--- config.mk ---
export PLATFORM = sky130hd
export DESIGN_NAME = conv_engine
export DESIGN_NICKNAME = d
export VERILOG_FILES = /design/src/conv_pkg.sv /design/src/rf_2p.sv /design/src/tap_dispatch.sv /design/src/mac_lane.sv /design/src/result_drain.sv /design/src/conv_engine.sv
export SDC_FILE = /design/constraint.sdc
export NUM_CORES = 1
export LEC_CHECK = 0
export ABC_AREA = 1
export BUFFER_PORTS_ARGS = -buffer_cell sky130_fd_sc_hd__clkbuf_2
export CAP_MARGIN = 20
export CORE_MARGIN = 4
export CORE_UTILIZATION = 50
export CTS_CLUSTER_DIAMETER = 150
export DETAILED_ROUTE_END_ITERATION = 8
export GPL_TIMING_DRIVEN = 0
export PLACE_DENSITY = 0.66
export SYNTH_ARGS = -nofsm -noshare
export SYNTH_HDL_FRONTEND = slang
export SYNTH_SLANG_ARGS = --single-unit
--- constraint.sdc ---
create_clock -name i_clk -period 11.8 [get_ports i_clk]
set_input_delay 0.59 -clock i_clk [delete_from_list [all_inputs] [get_ports i_clk]]
set_output_delay 0.59 -clock i_clk [all_outputs]
set_load 0.02 [all_outputs]
--- src/conv_pkg.sv ---
package conv_pkg;

    // data widths
    localparam int ACT_W  = 8;   // signed activation
    localparam int WGT_W  = 8;   // signed weight
    localparam int ACC_W  = 20;  // accumulator and result
    localparam int IDX_W  = 4;   // rf address / tap index, covers 12 words
    localparam int LANE_W = 4;   // lane number, up to 16 lanes

    // one weight write request, 17 bits
    typedef struct packed {
        logic              valid;
        logic [LANE_W-1:0] lane;  // target output-channel lane
        logic [IDX_W-1:0]  idx;   // word inside the lane rf
        logic [WGT_W-1:0]  data;
    } wgt_wr_t;

    // one activation tap, broadcast to every lane
    typedef struct packed {
        logic                    valid;
        logic                    last;  // closes the kernel window
        logic [IDX_W-1:0]        idx;   // tap number inside the window
        logic signed [ACT_W-1:0] act;
    } tap_t;

endpackage

--- src/rf_2p.sv ---
`timescale 1ns/10ps

module rf_2p #(
    parameter int WORDS = 12,
    parameter int DWd   = 8
)(
    input  logic                        i_clk,
    input  logic                        i_write,
    input  logic [conv_pkg::IDX_W-1:0]  i_waddr,
    input  logic [DWd-1:0]              i_wdata,
    input  logic                        i_read,
    input  logic [conv_pkg::IDX_W-1:0]  i_raddr,
    output logic [DWd-1:0]              o_rdata
);

    logic [DWd-1:0] mem [WORDS];  // behavioural stand-in for the 2p macro

    // write port, addresses past the last word are ignored
    always_ff @(posedge i_clk) begin
        if (i_write && (int'(i_waddr) < WORDS)) begin
            mem[i_waddr] <= i_wdata;
        end
    end

    // registered read port, holds when not reading
    // same-address read/write returns the old word
    always_ff @(posedge i_clk) begin
        if (i_read) begin
            o_rdata <= mem[i_raddr];
        end
    end

endmodule

--- src/tap_dispatch.sv ---
`timescale 1ns/10ps

module tap_dispatch #(
    parameter int N_LANES = 4,
    parameter int KTAPS   = 9
)(
    input  logic                           i_clk,
    input  logic                           i_reset,
    input  conv_pkg::wgt_wr_t              i_wgt,
    input  logic                           i_act_valid,
    input  logic signed [conv_pkg::ACT_W-1:0] i_act,
    output logic [N_LANES-1:0]             o_wr_en,
    output logic [conv_pkg::IDX_W-1:0]     o_wr_idx,
    output logic [conv_pkg::WGT_W-1:0]     o_wr_data,
    output conv_pkg::tap_t                 o_tap
);

    import conv_pkg::*;

    logic [N_LANES-1:0]      wr_dec;       // one-hot lane select
    logic [IDX_W-1:0]        tap_cnt;      // position inside the window
    logic                    last_tap;
    logic                    tap_valid_q;
    logic                    tap_last_q;
    logic [IDX_W-1:0]        tap_idx_q;
    logic signed [ACT_W-1:0] tap_act_q;

    // lanes at or above N_LANES never match, so those writes drop out here
    always_comb begin
        wr_dec = '0;
        for (int l = 0; l < N_LANES; l++) begin
            wr_dec[l] = i_wgt.valid && (int'(i_wgt.lane) == l);
        end
    end

    assign last_tap = (int'(tap_cnt) == KTAPS - 1);

    always_ff @(posedge i_clk) begin
        if (i_reset) begin
            o_wr_en     <= '0;
            tap_cnt     <= '0;
            tap_valid_q <= 1'b0;
            tap_last_q  <= 1'b0;
        end else begin
            o_wr_en     <= wr_dec;
            tap_valid_q <= i_act_valid;
            tap_last_q  <= i_act_valid && last_tap;
            if (i_act_valid) begin
                tap_cnt <= last_tap ? '0 : tap_cnt + 1'b1;  // wrap after KTAPS-1
            end
        end
    end

    // payload side, no reset
    always_ff @(posedge i_clk) begin
        o_wr_idx  <= i_wgt.idx;
        o_wr_data <= i_wgt.data;
        if (i_act_valid) begin
            tap_idx_q <= tap_cnt;
            tap_act_q <= i_act;
        end
    end

    assign o_tap.valid = tap_valid_q;
    assign o_tap.last  = tap_last_q;
    assign o_tap.idx   = tap_idx_q;
    assign o_tap.act   = tap_act_q;

endmodule

--- src/mac_lane.sv ---
`timescale 1ns/10ps

module mac_lane #(
    parameter int RF_WORDS = 12
)(
    input  logic                              i_clk,
    input  logic                              i_reset,
    input  logic                              i_wr_en,
    input  logic [conv_pkg::IDX_W-1:0]        i_wr_idx,
    input  logic [conv_pkg::WGT_W-1:0]        i_wr_data,
    input  conv_pkg::tap_t                    i_tap,
    output logic                              o_done,
    output logic signed [conv_pkg::ACC_W-1:0] o_sum
);

    import conv_pkg::*;

    logic [WGT_W-1:0]              rd_wgt;    // weight for the tap in stage 1
    logic                          s1_valid;
    logic                          s1_last;
    logic                          s1_first;  // tap 0 restarts the sum
    logic signed [ACT_W-1:0]       s1_act;
    logic signed [ACT_W+WGT_W-1:0] prod;
    logic signed [ACC_W-1:0]       acc;

    // kernel weights of this output channel
    rf_2p #(
        .WORDS (RF_WORDS),
        .DWd   (WGT_W)
    ) u_rf (
        .i_clk   (i_clk),
        .i_write (i_wr_en),
        .i_waddr (i_wr_idx),
        .i_wdata (i_wr_data),
        .i_read  (i_tap.valid),
        .i_raddr (i_tap.idx),
        .o_rdata (rd_wgt)
    );

    // stage 1, line the tap up with the rf read
    always_ff @(posedge i_clk) begin
        if (i_reset) begin
            s1_valid <= 1'b0;
            s1_last  <= 1'b0;
        end else begin
            s1_valid <= i_tap.valid;
            s1_last  <= i_tap.valid && i_tap.last;
        end
    end

    always_ff @(posedge i_clk) begin
        if (i_tap.valid) begin
            s1_act   <= i_tap.act;
            s1_first <= (i_tap.idx == '0);
        end
    end

    assign prod = s1_act * $signed(rd_wgt);  // full 16-bit signed product

    // stage 2, accumulate
    always_ff @(posedge i_clk) begin
        if (s1_valid) begin
            acc <= s1_first ? ACC_W'(prod) : acc + ACC_W'(prod);
        end
    end

    always_ff @(posedge i_clk) begin
        if (i_reset) begin
            o_done <= 1'b0;
        end else begin
            o_done <= s1_last;  // same edge as the final sum
        end
    end

    assign o_sum = acc;

endmodule

--- src/result_drain.sv ---
`timescale 1ns/10ps

module result_drain #(
    parameter int N_LANES = 4
)(
    input  logic                                        i_clk,
    input  logic                                        i_reset,
    input  logic                                        i_done,
    input  logic [N_LANES-1:0][conv_pkg::ACC_W-1:0]     i_sums,
    output logic                                        o_res_valid,
    output logic signed [conv_pkg::ACC_W-1:0]           o_res,
    output logic [conv_pkg::LANE_W-1:0]                 o_res_lane
);

    import conv_pkg::*;

    localparam int CNT_W = $clog2(N_LANES + 1);

    logic [CNT_W-1:0]              cnt;     // sums still to send
    logic [LANE_W-1:0]             lane_q;  // lane of the sum at the head
    logic [N_LANES-1:0][ACC_W-1:0] sh;      // lane 0 at the head

    always_ff @(posedge i_clk) begin
        if (i_reset) begin
            cnt    <= '0;
            lane_q <= '0;
        end else if (i_done) begin
            cnt    <= CNT_W'(N_LANES);
            lane_q <= '0;
        end else if (cnt != '0) begin
            cnt    <= cnt - 1'b1;
            lane_q <= lane_q + 1'b1;
        end
    end

    // sums move toward lane 0 while sending
    always_ff @(posedge i_clk) begin
        if (i_done) begin
            sh <= i_sums;
        end else if (cnt != '0) begin
            for (int l = 0; l < N_LANES - 1; l++) begin
                sh[l] <= sh[l+1];
            end
        end
    end

    assign o_res_valid = (cnt != '0);
    assign o_res       = sh[0];
    assign o_res_lane  = lane_q;

endmodule

--- src/conv_engine.sv ---
`timescale 1ns/10ps

module conv_engine #(
    parameter int N_LANES  = 4,
    parameter int KTAPS    = 9,
    parameter int RF_WORDS = 12
)(
    input  logic                              i_clk,
    input  logic                              i_reset,
    input  conv_pkg::wgt_wr_t                 i_wgt,
    input  logic                              i_act_valid,
    input  logic signed [conv_pkg::ACT_W-1:0] i_act,
    output logic                              o_res_valid,
    output logic signed [conv_pkg::ACC_W-1:0] o_res,
    output logic [conv_pkg::LANE_W-1:0]       o_res_lane
);

    import conv_pkg::*;

    logic [N_LANES-1:0]            wr_en;
    logic [IDX_W-1:0]              wr_idx;
    logic [WGT_W-1:0]              wr_data;
    tap_t                          tap;        // broadcast to every lane
    logic [N_LANES-1:0]            lane_done;  // all lanes finish together
    logic [N_LANES-1:0][ACC_W-1:0] lane_sum;

    tap_dispatch #(
        .N_LANES (N_LANES),
        .KTAPS   (KTAPS)
    ) u_dispatch (
        .i_clk       (i_clk),
        .i_reset     (i_reset),
        .i_wgt       (i_wgt),
        .i_act_valid (i_act_valid),
        .i_act       (i_act),
        .o_wr_en     (wr_en),
        .o_wr_idx    (wr_idx),
        .o_wr_data   (wr_data),
        .o_tap       (tap)
    );

    // one lane per output channel
    for (genvar g = 0; g < N_LANES; g++) begin : g_lane
        mac_lane #(
            .RF_WORDS (RF_WORDS)
        ) u_lane (
            .i_clk     (i_clk),
            .i_reset   (i_reset),
            .i_wr_en   (wr_en[g]),
            .i_wr_idx  (wr_idx),
            .i_wr_data (wr_data),
            .i_tap     (tap),
            .o_done    (lane_done[g]),
            .o_sum     (lane_sum[g])
        );
    end

    result_drain #(
        .N_LANES (N_LANES)
    ) u_drain (
        .i_clk       (i_clk),
        .i_reset     (i_reset),
        .i_done      (lane_done[0]),  // lane 0 stands for all
        .i_sums      (lane_sum),
        .o_res_valid (o_res_valid),
        .o_res       (o_res),
        .o_res_lane  (o_res_lane)
    );

endmodule

Yosys cells after proc, flatten, opt, wreduce, memory -nomap -nowiden --
Memories as Yosys holds them, arrays and structs flattened. A register that Yosys moved wholly into a read port is not among the register bits. Cells that the tools add are included.
Operators by class: add/sub/neg operators 7, multiply operators 4, order comparisons 1, equality and inequality tests 4, multiplexer cells 17, reduce and logical (&&, ||, !) cells 15
Operators with widths (number):
- 60-bit 2-to-1 mux | 2
- 20-bit by 16-bit adder with 20-bit output | 4
- 20-bit 2-to-1 mux | 4
- 8-bit by 8-bit multiplier with 16-bit output | 4
- 1-bit logical AND | 10
- 4-bit by 1-bit adder with 4-bit output, second input constant | 2
- 4-bit by 3-bit equality test with 1-bit output, second input constant | 2
- 4-bit zero test | 2
- 1-bit 2-to-1 mux | 8
- 3-bit 2-to-1 mux | 2
- 4-bit by 2-bit equality test with 1-bit output, second input constant | 1
- 4-bit equality test, second input constant | 1
- 4-bit < comparator, second input constant | 1
- 4-bit 2-to-1 mux | 1
- 3-bit nonzero test | 1
- 3-bit by 1-bit subtractor with 3-bit output, second input constant | 1
- 2-bit nonzero test | 1
- 2-bit OR reduction | 1
Storage, ports and cells: register bits after elaboration 213, memory bits (writable) 384, output and inout port bits 25, word-level logic and storage cells 76, memories 4
Memory list:
- g_lane[0].u_lane.u_rf.mem | depth 12, width 8, rd ports 1, clocked after memory_dff 1, wr ports 1, line rf_2p.sv:16 | logic [DWd-1:0] mem [WORDS];
- g_lane[1].u_lane.u_rf.mem | depth 12, width 8, rd ports 1, clocked after memory_dff 1, wr ports 1, line rf_2p.sv:16
- g_lane[2].u_lane.u_rf.mem | depth 12, width 8, rd ports 1, clocked after memory_dff 1, wr ports 1, line rf_2p.sv:16
- g_lane[3].u_lane.u_rf.mem | depth 12, width 8, rd ports 1, clocked after memory_dff 1, wr ports 1, line rf_2p.sv:16

Depth between registers and ports, before layout --
depth after elaboration 4, mapped depth 35

Modules after synthesis --
From an unflattened synthesis, not the netlist that was laid out.
Second synthesis, totals: cells, all modules 4804, area, all modules 42804.8 um^2
By module, submodules not included:
- rf_2p at g_lane[1].u_lane.u_rf ... | times used 3, cells each 389, area each 4380.5 um^2, sequential area each 3123.0 um^2
- mac_lane at g_lane[2].u_lane | times used 1, cells each 722, area each 5217.5 um^2, sequential area each 930.9 um^2
- mac_lane at g_lane[0].u_lane | times used 1, cells each 703, area each 5159.9 um^2, sequential area each 930.9 um^2
- mac_lane at g_lane[1].u_lane | times used 1, cells each 715, area each 5153.7 um^2, sequential area each 930.9 um^2
- mac_lane at g_lane[3].u_lane | times used 1, cells each 697, area each 5067.4 um^2, sequential area each 930.9 um^2
- rf_2p at g_lane[0].u_lane.u_rf | times used 1, cells each 389, area each 4381.7 um^2, sequential area each 3123.0 um^2
- result_drain | times used 1, cells each 338, area each 3687.3 um^2, sequential area each 2542.4 um^2
- tap_dispatch | times used 1, cells each 73, area each 996.0 um^2, sequential area each 800.8 um^2

Worst setup path after synthesis --
No wires, ideal clock.
kind reg-to-reg, start reg, netlist name g_lane[2].u_lane.s1_act[7], end reg g_lane[1].u_lane.acc[19], data pin, library setup time 0.249 ns, data arrival time 5.221 ns, required time 11.551 ns, setup slack 6.330 ns, stages on the path, launching flop included 28, path buffers 1, period minus slack after synthesis 5.470 ns, cells stage by stage edfxtp_1 > clkbuf_1 > nand2_1 > fa_1 > inv_1 > fa_1 > inv_1 > fa_1 > inv_1 > fa_1 > ha_1 > a21oi_1 > a21boi_0 > nand3_1 > nand2_1 > nand2_1 > ha_1 > nand2_1 > nor2_1 > inv_1 > nor2_1 > nand3_1 > nand3_1 > nand2_1 > nand3_1 > nand2_1 > nand2_1 > inv_1
RTL lines:
- end signal, assigned | line mac_lane.sv:63 | acc <= s1_first ? ACC_W'(prod) : acc + ACC_W'(prod);
- end, declared | line mac_lane.sv:24 | logic signed [ACC_W-1:0] acc;

==> results.cfg <==
[layout]
nets = 4932
regArea_um2 = 18580
diodes = 0
multiInputGateArea_um2 = 17730
drive_above_1_share = 0.06062
fillers = 7001
syn_to_final_growth_pct = 10.08

[drt]
dr.pass1.iters = 5
drc = 0
drtIter0Drc = 2800
ant_nets = 0
vias = 29750
avgViaCountPerCell = 5.341
routed_wl_mm = 109.2
wl_per_cell_um = 19.61

[clock_tree]
ctsHoldBuffers = 0
cts_root_buf = clkbuf_16
ctsResizeCount = 0
numClockSinks = 629
htree_levels = 3
cts_setup_buffers = 0
cts_tree = built
path_clk_slew_ps = 60
cts_buffers = 69
cts_buffer_depth = 3
clk_latency_ps = 630

[sta]
setup_viol = 0
finalHoldViolCount = 0
fin_crit_sh = 0.5899
slew_viol_final = 0
relSlewSlack = 0.3090
final.setup.tns_ps = 0
clock_skew_ps = 32.51
max_freq_mhz = 143.7
setup_ws_ps = 4839
tightest_slew_ps = 1037
finalCriticalPeriod_ps = 6961
rsz0062_at_grt = no
hold_ws_ps = 64.16

[worst_hold_path]
hold_path.class = input port to flop

[power]
p_leak_nw = 20.63
vdd_ir_drop_max_mv = 0.2101
power_density_nw_per_um2 = 312.6

[synthesis]
synth-simple-area-share = 0.1510
yosysSeqAreaShare = 0.4600
synth_nets = 4799
synth-xor-area-share = 0.01302
syn_avg_cell_area_um2 = 9.307
synth_top_flop_cell = edfxtp_1
synth_top_family_by_area = adder cells
synth_fa_ha_area_frac = 0.1762
synth_top_cell_area_share = 0.4441
synth_edf_count = 597
syn_area_um2 = 40360
syn-instance-count = 4337
yosysWarningCount = 0
synthMuxAreaShare = 0.01909
synth_cell_types = 45
ys_seq_elements = 629
ys_top_cells_by_count = nand2_1 (1078), inv_1 (840), edfxtp_1 (597)
synth.most_common_cell = nand2_1
yosys.area.top_type = edfxtp_1
synthArstFlopShare = 0
synthTopCellsByArea = edfxtp_1 (44%), fa_1 (11%), nand2_1 (10%), inv_1 (7.8%), ha_1 (6.5%)
synth_compound_area_frac = 0.07988

[die]
core_um2 = 79520
num_rows = 103
start_util = 0.5076
die_w_um = 292.1
die_area_um2 = 85340
ios = 53
dieHeight_um = 292.1

[grt]
antenna_found_initial = 0
grt_pass1_vias = 28900
grt_remaining_overflow = 0
grt_first_pass_wirelength_mm = 166.7
grtUsageTotal = 0.2539
grt_max_degree = 53

[job]
maxCapViolations = 0

[setup_path]
slowest_delay_ps = 770
setup.worst_path.end_class = flop
arrival_ps = 7330
crit_family = adder cells
cp-start-kind = flop
cp.buffers_inverters = 7
path_class = flop to flop
cp.required_ps = 12170
path_max_fanout = 10
slowest_stage = fa_1

[placement]
dp_hpwl_mm = 82.33
preCtsSetupSlack_ps = 4876
routabilityCongestion = 0.9419
port_buffers = 52

[status]
status = completed
==> layer usage <==
| metal | part of all wire | vias up | global-route usage | wire length [um] |
|---|---|---|---|---|
| met3 | 0.072 | 254 | 0.03826 | 7840 |
| li1 | - | 14190 | - | - |
| met2 | 0.48 | 1145 | 0.4261 | 52420 |
| met1 | 0.40 | 14160 | 0.3251 | 43210 |
| met5 | 0 | - | 0 | 0 |
| met4 | 0.053 | 0 | 0.1203 | 5735 |
==> cells in the final DEF (no fill, tap or decap), types with 4 or more instances in the layout <==
master	instances
nand2_1	1077
inv_1	840
edfxtp_1	597
o21ai_0	240
nor2_1	225
fa_1	224
a21oi_1	220
ha_1	210
nand3_1	125
clkbuf_1	107
mux2i_1	77
clkbuf_2	72
clkbuf_16	70
nand4_1	40
xor2_1	36
o21ai_1	33
o211ai_1	32
a31oi_1	30
buf_4	26
xnor2_1	24
dfxtp_1	22
buf_2	19
or2_2	18
o21bai_1	17
buf_1	12
nor3_1	11
buf_12	10
dfxtp_2	9
clkinv_1	8
nand3b_1	7
buf_6	7
bufinv_16	7
clkinv_2	7
nand2b_1	6
a21o_1	6
o21ai_2	4
and2_1	4
a31o_2	4
==> flip-flops by register name (all words and copies together), names as in the netlist <==
register                    flops
g_lane.u_lane.u_rf.o_rdata     32
u_drain.o_res_lane              4
g_lane.u_lane.s1_last           1
g_lane.u_lane.o_done            1
u_dispatch.o_wr_idx             4
g_lane.u_lane.s1_valid          1
u_dispatch.tap_cnt              4
u_dispatch.o_wr_en              4
u_drain.cnt                     3
g_lane.u_lane.s1_act            8
u_drain.o_res                  20
u_dispatch.tap_idx_q            4
g_lane.u_lane.o_sum            80
g_lane.u_lane.u_rf.mem        384
u_dispatch.o_wr_data            8
u_drain.sh                     60
u_dispatch.tap_valid_q          1
g_lane.u_lane.s1_first          1
u_dispatch.tap_last_q           1
u_dispatch.tap_act_q            8
==> logic make-up after synthesis <==
group,count (synthesis)
AND/OR/NAND/NOR,1521
buffers and inverters,1019
AO/OA/AOI/OAI,597
XOR/XNOR,60
multiplexers,77
adder cells (fa/ha/maj),434
flip-flops,629
==> metrics by stage <==
step             util  power (mW)  instance area (um2)  instances
2_1_floorplan       -       9.480                40370       4337
3_3_place_gp   0.5274       11.61                41940       5439
3_5_place_dp   0.5304       11.71                42170       5449
4_1_cts        0.5588       13.91                44430       5570
5_1_grt        0.5588       15.22                44430       5570
6_report       0.5588       13.89                44430       5570
==> worst reg2reg max path: stages (launching register included) <==
cell      delay [ps]
edfxtp_1         500
clkbuf_1         550
nand2_1          280
fa_1             770
inv_1            110
fa_1             510
inv_1             50
fa_1             500
inv_1             50
fa_1             520
ha_1             370
a21oi_1          150
a21boi_0         190
nand3_1          210
inv_1            100
nand2_1           60
nand2_1          270
inv_1            260
ha_1             420
nand2_1           90
inv_1             70
nand3_1           90
nor2_1           130
nand3_1          120
nand4_1          150
nand3_1           90
nand2_1           70
nand2_1           50
==> cell type report <==
cell class              count  share of cell area
flip-flops and latches    629              0.4182
plain buffers             176             0.02033
inverters                 843             0.07122
clock inverters            31            0.009321
well taps                1050             0.02957
multi-input cells        2689              0.3991
repair buffers             62             0.01070
clock buffers              90             0.04156
==> power by group <==
part	total, mW	internal [mW]	switching (mW)
Clock	2.17	1.27	0.897
Sequential	2.99	2.88	0.117
Combinational	8.73	3.08	5.65
Total	13.9	7.22	6.67
==> path summary, 6_finish.rpt <==
kind	slack, ps	start	cells after the start	end
setup / recovery	4840	g_lane[2].u_lane.s1_act[7]	27	g_lane[0].u_lane.o_sum[19]
hold / removal	60	i_wgt[1]	1	u_dispatch.o_wr_data[1]
setup reg to reg	4840	g_lane[2].u_lane.s1_act[7]	27	g_lane[0].u_lane.o_sum[19]
hold reg to reg	400	g_lane[0].u_lane.s1_last	2	g_lane[0].u_lane.o_done
(Power assumes the default switching activity.)
